File: config.mk
export PLATFORM = sky130hd
export DESIGN_NAME = fec_interleave_top
export DESIGN_NICKNAME = d
export VERILOG_FILES = /design/src/source/fec_pkg.sv /design/src/source/fec_col_buf.sv /design/src/source/fec_sym_fifo.sv /design/src/source/fec_blk_transpose.sv /design/src/source/fec_interleave_top.sv
export SDC_FILE = /design/constraint.sdc
export NUM_CORES = 2
export LEC_CHECK = 0
export ABC_AREA = 1
export BUFFER_PORTS_ARGS = -buffer_cell sky130_fd_sc_hd__buf_2
export CORE_ASPECT_RATIO = 2
export CORE_MARGIN = 2
export CORE_UTILIZATION = 52
export DETAILED_ROUTE_END_ITERATION = 6
export MAX_ROUTING_LAYER = met4
export PLACE_DENSITY = 0.68
export SLEW_MARGIN = 20
export SYNTH_ARGS = -nofsm -noshare
export SYNTH_HDL_FRONTEND = slang
export SYNTH_HIERARCHICAL = 1
export SYNTH_SLANG_ARGS = --single-unit
File: constraint.sdc
create_clock -name clk -period 42.6 [get_ports clk]
set_clock_uncertainty 0.15 [all_clocks]
set_input_delay 8.52 -clock clk [delete_from_list [all_inputs] [get_ports clk]]
set_output_delay 8.52 -clock clk [all_outputs]
set_load 0.05 [all_outputs]
File: src/source/fec_pkg.sv
`default_nettype none

package fec_pkg;

    // symbol and stream word sizes.
    localparam int SYM_SIZE     = 8;
    localparam int DATA_WID     = 64;
    localparam int SYM_PER_WORD = DATA_WID / SYM_SIZE;

    // block shape, columns by symbols per column.
    localparam int FEC_NUM_COL  = 4;
    localparam int SYM_PER_COL  = 16;
    localparam int CLKS_PER_COL = SYM_PER_COL / SYM_PER_WORD;  // words per column.
    localparam int CLKS_PER_BLK = CLKS_PER_COL * FEC_NUM_COL;  // words per block.

    // column buffering.
    localparam int NUM_BUFS     = 2;  // one buffer filling, one draining.
    localparam int COL_ADDR_WID = $clog2(CLKS_PER_COL);

    // output FIFO.
    localparam int FIFO_DEPTH   = 8;
    localparam int FIFO_MARGIN  = 3;  // slots held back for reads still in the pipeline.

    typedef logic [SYM_SIZE-1:0] sym_t;

    // symbol k sits at bits k*SYM_SIZE upward.
    typedef sym_t [SYM_PER_WORD-1:0] fec_word_t;

    typedef logic [$clog2(CLKS_PER_BLK)-1:0] word_idx_t;  // word index within a block.
    typedef logic [COL_ADDR_WID-1:0] col_addr_t;

    // transposer direction.
    typedef enum logic {
        CW_TO_COL,  // codeword order in, column order out.
        COL_TO_CW   // column order in, codeword order out.
    } fec_blk_transpose_mode_t;

    typedef enum logic {
        RD_IDLE,
        RD_STREAM
    } rd_state_t;

    // write request into one column.
    typedef struct packed {
        logic      req;
        col_addr_t addr;
        fec_word_t data;
    } col_wr_t;

    // read request, shared by all columns.
    typedef struct packed {
        logic      req;
        col_addr_t addr;
    } col_rd_t;

endpackage

`default_nettype wire

File: src/source/fec_col_buf.sv
`timescale 1ns/100ps
`default_nettype none

module fec_col_buf (
    input  logic              clk,
    input  logic              srst,

    input  logic              buf_sel,  // buffer on the write side.

    input  fec_pkg::col_wr_t  wr,
    input  fec_pkg::col_rd_t  rd,
    output fec_pkg::fec_word_t rd_data
);

    // storage, one RAM per buffer.
    fec_pkg::fec_word_t ram [fec_pkg::NUM_BUFS][fec_pkg::CLKS_PER_COL];

    logic               rd_buf;  // buffer on the read side.
    fec_pkg::fec_word_t ram_q;   // registered RAM output.

    // reads always come from the buffer that is not being filled.
    assign rd_buf = ~buf_sel;

    // write port.
    always_ff @(posedge clk) begin
        if (wr.req) begin
            ram[buf_sel][wr.addr] <= wr.data;
        end
    end

    // read port, first register stage.
    always_ff @(posedge clk) begin
        if (rd.req) begin
            ram_q <= ram[rd_buf][rd.addr];
        end
    end

    // second register stage, the column's output.
    always_ff @(posedge clk) begin
        if (srst) begin
            rd_data <= '0;
        end else begin
            rd_data <= ram_q;
        end
    end

endmodule

`default_nettype wire

File: src/source/fec_sym_fifo.sv
`timescale 1ns/100ps
`default_nettype none

module fec_sym_fifo (
    input  logic               clk,
    input  logic               srst,

    input  logic               wr,
    input  fec_pkg::fec_word_t wr_data,
    output logic               wr_rdy,

    input  logic               rd,
    output fec_pkg::fec_word_t rd_data,
    output logic               empty
);

    logic [fec_pkg::DATA_WID-1:0] mem [fec_pkg::FIFO_DEPTH];

    logic [$clog2(fec_pkg::FIFO_DEPTH)-1:0]   wr_ptr;
    logic [$clog2(fec_pkg::FIFO_DEPTH)-1:0]   rd_ptr;
    logic [$clog2(fec_pkg::FIFO_DEPTH+1)-1:0] count;  // words held.

    logic full;
    logic push;
    logic pop;

    assign full  = (count == fec_pkg::FIFO_DEPTH);
    assign empty = (count == 0);

    // a write into a full FIFO is dropped.
    assign push = wr && !full;
    assign pop  = rd && !empty;

    // ready only while enough room is left for reads in flight.
    assign wr_rdy = (count <= (fec_pkg::FIFO_DEPTH - fec_pkg::FIFO_MARGIN));

    // head word, no read latency.
    assign rd_data = fec_pkg::fec_word_t'(mem[rd_ptr]);

    always_ff @(posedge clk) begin
        if (push) begin
            mem[wr_ptr] <= wr_data;
        end
    end

    always_ff @(posedge clk) begin
        if (srst) begin
            wr_ptr <= '0;
            rd_ptr <= '0;
            count  <= '0;
        end else begin
            if (push) begin
                wr_ptr <= (wr_ptr == fec_pkg::FIFO_DEPTH - 1) ? '0 : wr_ptr + 1'b1;
            end
            if (pop) begin
                rd_ptr <= (rd_ptr == fec_pkg::FIFO_DEPTH - 1) ? '0 : rd_ptr + 1'b1;
            end
            case ({push, pop})
                2'b10:   count <= count + 1'b1;
                2'b01:   count <= count - 1'b1;
                default: count <= count;  // idle, or push and pop together.
            endcase
        end
    end

endmodule

`default_nettype wire

File: src/source/fec_blk_transpose.sv
`timescale 1ns/100ps
`default_nettype none

module fec_blk_transpose #(
    parameter fec_pkg::fec_blk_transpose_mode_t MODE = fec_pkg::CW_TO_COL
) (
    input  logic               clk,
    input  logic               srst,

    input  fec_pkg::fec_word_t data_in,
    input  logic               data_in_valid,
    output logic               data_in_ready,

    output fec_pkg::fec_word_t data_out,
    output logic               data_out_valid,
    input  logic               data_out_ready
);

    // input side.
    logic               in_fire;   // word accepted this cycle.
    fec_pkg::word_idx_t wr_idx;    // index of the next incoming word.
    logic               buf_sel;   // buffer being filled.
    fec_pkg::col_addr_t wr_addr;

    fec_pkg::col_wr_t   col_wr [fec_pkg::FEC_NUM_COL];

    // read side.
    fec_pkg::rd_state_t rd_state;
    fec_pkg::word_idx_t rd_idx;    // index of the next output word.
    logic               sel_q;     // buf_sel one cycle late, for swap detection.
    logic               rd_fire;
    fec_pkg::col_addr_t rd_addr;

    fec_pkg::col_rd_t   col_rd;
    fec_pkg::fec_word_t col_rd_data [fec_pkg::FEC_NUM_COL];

    // read pipeline, aligned with the two RAM register stages.
    logic [1:0]               pipe_req;
    fec_pkg::word_idx_t [1:0] pipe_idx;

    // output FIFO.
    fec_pkg::fec_word_t fifo_in;
    logic               fifo_wr_rdy;
    logic               fifo_rd;
    logic               fifo_empty;

    // input stalls together with the output.
    assign data_in_ready = data_out_ready;
    assign in_fire       = data_in_valid && data_in_ready;

    // word counter, the buffers swap once a block is complete.
    always_ff @(posedge clk) begin
        if (srst) begin
            wr_idx  <= '0;
            buf_sel <= 1'b0;
        end else if (in_fire) begin
            wr_idx <= wr_idx + 1'b1;
            if (wr_idx == fec_pkg::word_idx_t'(fec_pkg::CLKS_PER_BLK - 1)) begin
                buf_sel <= ~buf_sel;
            end
        end
    end

    // address mapping for each direction.
    if (MODE == fec_pkg::CW_TO_COL) begin : g_addr_cw
        assign wr_addr = fec_pkg::col_addr_t'(wr_idx / fec_pkg::FEC_NUM_COL);
        assign rd_addr = fec_pkg::col_addr_t'(rd_idx % fec_pkg::CLKS_PER_COL);
    end else begin : g_addr_col
        assign wr_addr = fec_pkg::col_addr_t'(wr_idx % fec_pkg::CLKS_PER_COL);
        assign rd_addr = fec_pkg::col_addr_t'(rd_idx / fec_pkg::FEC_NUM_COL);
    end

    // read burst control.
    assign rd_fire = (rd_state == fec_pkg::RD_STREAM) && data_out_ready && fifo_wr_rdy;
    assign col_rd  = '{req: rd_fire, addr: rd_addr};

    always_ff @(posedge clk) begin
        if (srst) begin
            rd_state <= fec_pkg::RD_IDLE;
            rd_idx   <= '0;
            sel_q    <= 1'b0;
        end else begin
            sel_q <= buf_sel;
            case (rd_state)
                fec_pkg::RD_IDLE: begin
                    if (buf_sel != sel_q) begin  // a block just finished filling.
                        rd_state <= fec_pkg::RD_STREAM;
                        rd_idx   <= '0;
                    end
                end
                fec_pkg::RD_STREAM: begin
                    if (rd_fire) begin
                        rd_idx <= rd_idx + 1'b1;
                        if (rd_idx == fec_pkg::word_idx_t'(fec_pkg::CLKS_PER_BLK - 1)) begin
                            rd_state <= fec_pkg::RD_IDLE;
                        end
                    end
                end
                default: rd_state <= fec_pkg::RD_IDLE;
            endcase
        end
    end

    always_ff @(posedge clk) begin
        if (srst) begin
            pipe_req <= '0;
        end else begin
            pipe_req <= {pipe_req[0], rd_fire};
        end
    end

    always_ff @(posedge clk) begin
        pipe_idx[0] <= rd_idx;
        pipe_idx[1] <= pipe_idx[0];
    end

    // column buffers.
    for (genvar i = 0; i < fec_pkg::FEC_NUM_COL; i++) begin : g_col
        logic wr_hit;  // incoming word belongs to this column.

        if (MODE == fec_pkg::CW_TO_COL) begin : g_hit_cw
            assign wr_hit = ((wr_idx % fec_pkg::FEC_NUM_COL) == i);
        end else begin : g_hit_col
            assign wr_hit = ((wr_idx / fec_pkg::CLKS_PER_COL) == i);
        end

        assign col_wr[i] = '{req: in_fire && wr_hit, addr: wr_addr, data: data_in};

        fec_col_buf u_col_buf (
            .clk     (clk),
            .srst    (srst),
            .buf_sel (buf_sel),
            .wr      (col_wr[i]),
            .rd      (col_rd),
            .rd_data (col_rd_data[i])
        );
    end

    // gather symbols from all columns into one output word.
    always_comb begin
        fifo_in = '0;
        for (int i = 0; i < fec_pkg::FEC_NUM_COL; i++) begin
            for (int j = 0; j < fec_pkg::SYM_PER_WORD / fec_pkg::FEC_NUM_COL; j++) begin
                if (MODE == fec_pkg::CW_TO_COL) begin
                    fifo_in[i * (fec_pkg::SYM_PER_WORD / fec_pkg::FEC_NUM_COL) + j] =
                        col_rd_data[i][pipe_idx[1] / fec_pkg::CLKS_PER_COL
                                       + j * fec_pkg::FEC_NUM_COL];
                end else begin
                    fifo_in[j * fec_pkg::FEC_NUM_COL + i] =
                        col_rd_data[i][(pipe_idx[1] % fec_pkg::FEC_NUM_COL)
                                       * (fec_pkg::SYM_PER_WORD / fec_pkg::FEC_NUM_COL) + j];
                end
            end
        end
    end

    // output valid only on a pop, so a word is never held against ready low.
    assign fifo_rd        = data_out_ready && !fifo_empty;
    assign data_out_valid = fifo_rd;

    fec_sym_fifo u_fifo (
        .clk     (clk),
        .srst    (srst),
        .wr      (pipe_req[1]),
        .wr_data (fifo_in),
        .wr_rdy  (fifo_wr_rdy),
        .rd      (fifo_rd),
        .rd_data (data_out),
        .empty   (fifo_empty)
    );

endmodule

`default_nettype wire

File: src/source/fec_interleave_top.sv
`timescale 1ns/100ps
`default_nettype none

module fec_interleave_top (
    input  logic               clk,
    input  logic               srst,

    // transmit side, codeword order in and column order out.
    input  fec_pkg::fec_word_t tx_in,
    input  logic               tx_in_valid,
    output logic               tx_in_ready,
    output fec_pkg::fec_word_t tx_out,
    output logic               tx_out_valid,
    input  logic               tx_out_ready,

    // receive side, column order in and codeword order out.
    input  fec_pkg::fec_word_t rx_in,
    input  logic               rx_in_valid,
    output logic               rx_in_ready,
    output fec_pkg::fec_word_t rx_out,
    output logic               rx_out_valid,
    input  logic               rx_out_ready
);

    fec_blk_transpose #(.MODE(fec_pkg::CW_TO_COL)) u_tx (
        .clk            (clk),
        .srst           (srst),
        .data_in        (tx_in),
        .data_in_valid  (tx_in_valid),
        .data_in_ready  (tx_in_ready),
        .data_out       (tx_out),
        .data_out_valid (tx_out_valid),
        .data_out_ready (tx_out_ready)
    );

    fec_blk_transpose #(.MODE(fec_pkg::COL_TO_CW)) u_rx (
        .clk            (clk),
        .srst           (srst),
        .data_in        (rx_in),
        .data_in_valid  (rx_in_valid),
        .data_in_ready  (rx_in_ready),
        .data_out       (rx_out),
        .data_out_valid (rx_out_valid),
        .data_out_ready (rx_out_ready)
    );

endmodule

`default_nettype wire

==> results.md <==
* Worst Hold Class: flip-flop to flip-flop
* Synthesized cell area at 162,000 µm²
* Period utilization at a little over two fifths
* Fill count at 24,500
* Count of input and output buffers at 265
* CP Capture Type: output port
* Highest-count cells in the layout ignoring fill and taps: 3,584 x edfxtp_1, 3,010 x nand2_1, 2,625 x inv_1
* Required @ worst endpoint at 33.93 ns
* Final setup violation count at 0
* Startpoint Class: primary input
* Die Span X at approximately 400 µm
* Failing checks: DRC
* Syn Nets at 14,300
* Hpwl dp at ~230,000 µm
* DR vias at 99,300
* Initial core utilization at 52.1%
* Worst R2R Setup Slack at between 30 and 40 ns
* DRC Markers at 4
* Crit-path max FO at 5
* RSZ-0062 raised after global routing: false
* Initial antenna violation count at 76
* H-Tree Depth at 5
* Setup ws final at 24.70 ns
* CTS max path bufs at 4
* Clk_lat worst skew at 0.91 ns
* Syn-to-layout area delta at 10.1%
* Post-CTS Setup Bufs at 0
* # resized after CTS at 0
* Number of global-route vias before repair at around 95,000
* Synth async-reset ratio at 0%
* Row cnt at 290
* Post-layout nets at 14,400
* GRT Total Usage at 26.2%
* Vias per cell at 5.30
* Core Area at 311,000 µm²
* WL final at 407,000 µm
* Post-synthesis register bit count at 4,152
* Die H at 794 µm
* Largest net degree at the start of global routing at 173
* Critical Setup Path Class: primary input to output port
* Clk slew on worst S/H paths at 0.07 ns
* Commonest non-fill, non-tap cell in the layout: edfxtp_1
* TritonCTS buffer count at 356
* Register Area at 119,000 µm²
* Number of flops mapped to enable cells by yosys at 3,584
* PD cells at 43.7 nW/µm²
* Pleak at 73.3 nW
* Synth cell types at 30
* Hold_buf cts at 0
* TritonRoute pass-1 iters at 7
* DR WL/cell at 21.8 µm
* Final hold viol count at 0
* Fraction of layout cells with a size suffix above 1 at 7.61%
* CTS tree: built
* Tmin final at 17.90 ns
* Die area at 317,000 µm²
* Global-route wire length before repair at 599,000 µm
* Clk sinks at 4,152
* I/O Pins at 266
* Sequential area share after synthesis at 73.4%
* Max Slew Vio Count at 0
* Root Buffer: clkbuf_16
* Post-route ant nets at 0
* Worst vdd ir at 44.8 µV
* GRT overflow at 0
* Main synth FF type: edfxtp_1
* Yosys warnings at 6
* Fmax at 55.9 MHz
* Maxcap violations at 0
* Initial drt markers at ~9,700
* Multi-input gate area in the final layout at 29,600 µm²
* Status: complete, but fails checks
* Pre-CTS setup slack at 24.69 ns
* Max_slew headroom at 16.9%
* Worst-Margin Slew at roughly 1.2 ns
* Cells after Synth at between 10,000 and 15,000
* Final TNS setup at 0 ns
* Gp weighted congestion at 0.812
* WP data arrival at 9.23 ns
* Syn_area_per_cell at roughly 11 µm²
final timing paths:
kind	start	end	cells past startpoint
setup / recovery	rx_out_ready	rx_out_valid	4
hold / removal	u_tx/pipe_idx[1]	u_tx/pipe_idx[4]	0
setup reg to reg	u_tx/buf_sel	u_tx/g_col[3].u_col_buf/ram_q[25]	7
hold reg to reg	u_tx/pipe_idx[1]	u_tx/pipe_idx[4]	0
power by group:
group | internal, mW | switching [mW]
combinational | 0.0164 | 0.0824
sequential | 4.42 | 0.00920
clock | 1.84 | 1.44
total | 6.28 | 1.53
per-stage QoR:
stage / power (mW) / instance area [µm²] / utilization [%] / cells / hold slack [ns]
2_1_floorplan: 4.55 / 162000 / - / 14100 / 0.160
3_3_place_gp: 4.61 / 167000 / 53.6 / 18000 / 0.162
3_5_place_dp: 4.62 / 167000 / 53.6 / 18000 / 0.162
4_1_cts: 7.85 / 178000 / 57.3 / 18700 / 0.168
5_1_grt: 8.01 / 179000 / 57.4 / 18700 / 0.167
6_report: 7.80 / 179000 / 57.4 / 18700 / 0.169
critical path: stages:
cell and delay, ns:
buf_2 0.14, inv_1 0.11, nor2_1 0.17, buf_2 0.29
registers in the layout, summed over array words and instances, names as in the netlist, 256 cells and up, named ones only:
name and count:
u_tx/g_col.u_col_buf/rd_data 256, u_tx/g_col.u_col_buf/ram 1024, u_tx/u_fifo/mem 512, u_tx/g_col.u_col_buf/ram_q 256, u_rx/u_fifo/mem 512, u_rx/g_col.u_col_buf/rd_data 256
u_rx/g_col.u_col_buf/ram 1024, u_rx/g_col.u_col_buf/ram_q 256
cells in the mapped netlist, drive strengths merged, types with 3 or more instances:
master | count | area (µm²)
o21ai | 784 | 3920
nor2 | 1331 | 5000
mux2i | 128 | 1280
clkbuf | 143 | 544
o22ai | 256 | 1600
nand2 | 3010 | 11300
dfxtp | 568 | 11400
ha | 25 | 313
xor2 | 3 | 26.3
xnor2 | 4 | 35.0
nor3 | 36 | 260
inv | 2647 | 9940
buf | 515 | 3490
a21oi | 26 | 130
nand3 | 1042 | 5220
edfxtp | 3584 | 108000
cell type report:
| cell class | instances | share of cell area (%) |
|---|---|---|
| antenna | 49 | 0.0687 |
| clock buffer | 484 | 5.64 |
| clock inverter | 165 | 0.932 |
| inverter | 2649 | 5.60 |
| multi-input combinational | 6653 | 16.6 |
| sequential | 4152 | 66.7 |
| tap | 4088 | 2.86 |
| timing repair buffer | 471 | 1.66 |
kinds of logic after synthesis:
kind of cell	count (synthesis)	synth area share [%]
xor+xnor	7	0.0378
mux	128	0.790
buf+inv	3307	8.62
simple gates	5421	13.4
compound gates	1072	3.52
fa+ha+maj	25	0.193
flops	4152	73.4
per-layer routing:
| metal | vias up | GRT usage [%] | wire length (µm) |
|---|---|---|---|
| met5 | - | - | 0 |
| met4 | 0 | 8.18 | 13600 |
| met3 | 775 | 4.19 | 36100 |
| met2 | 4026 | 42.2 | 196000 |
| met1 | 48400 | 34.1 | 162000 |
| li1 | 46100 | - | - |
Power figures use the tool's default switching activity.
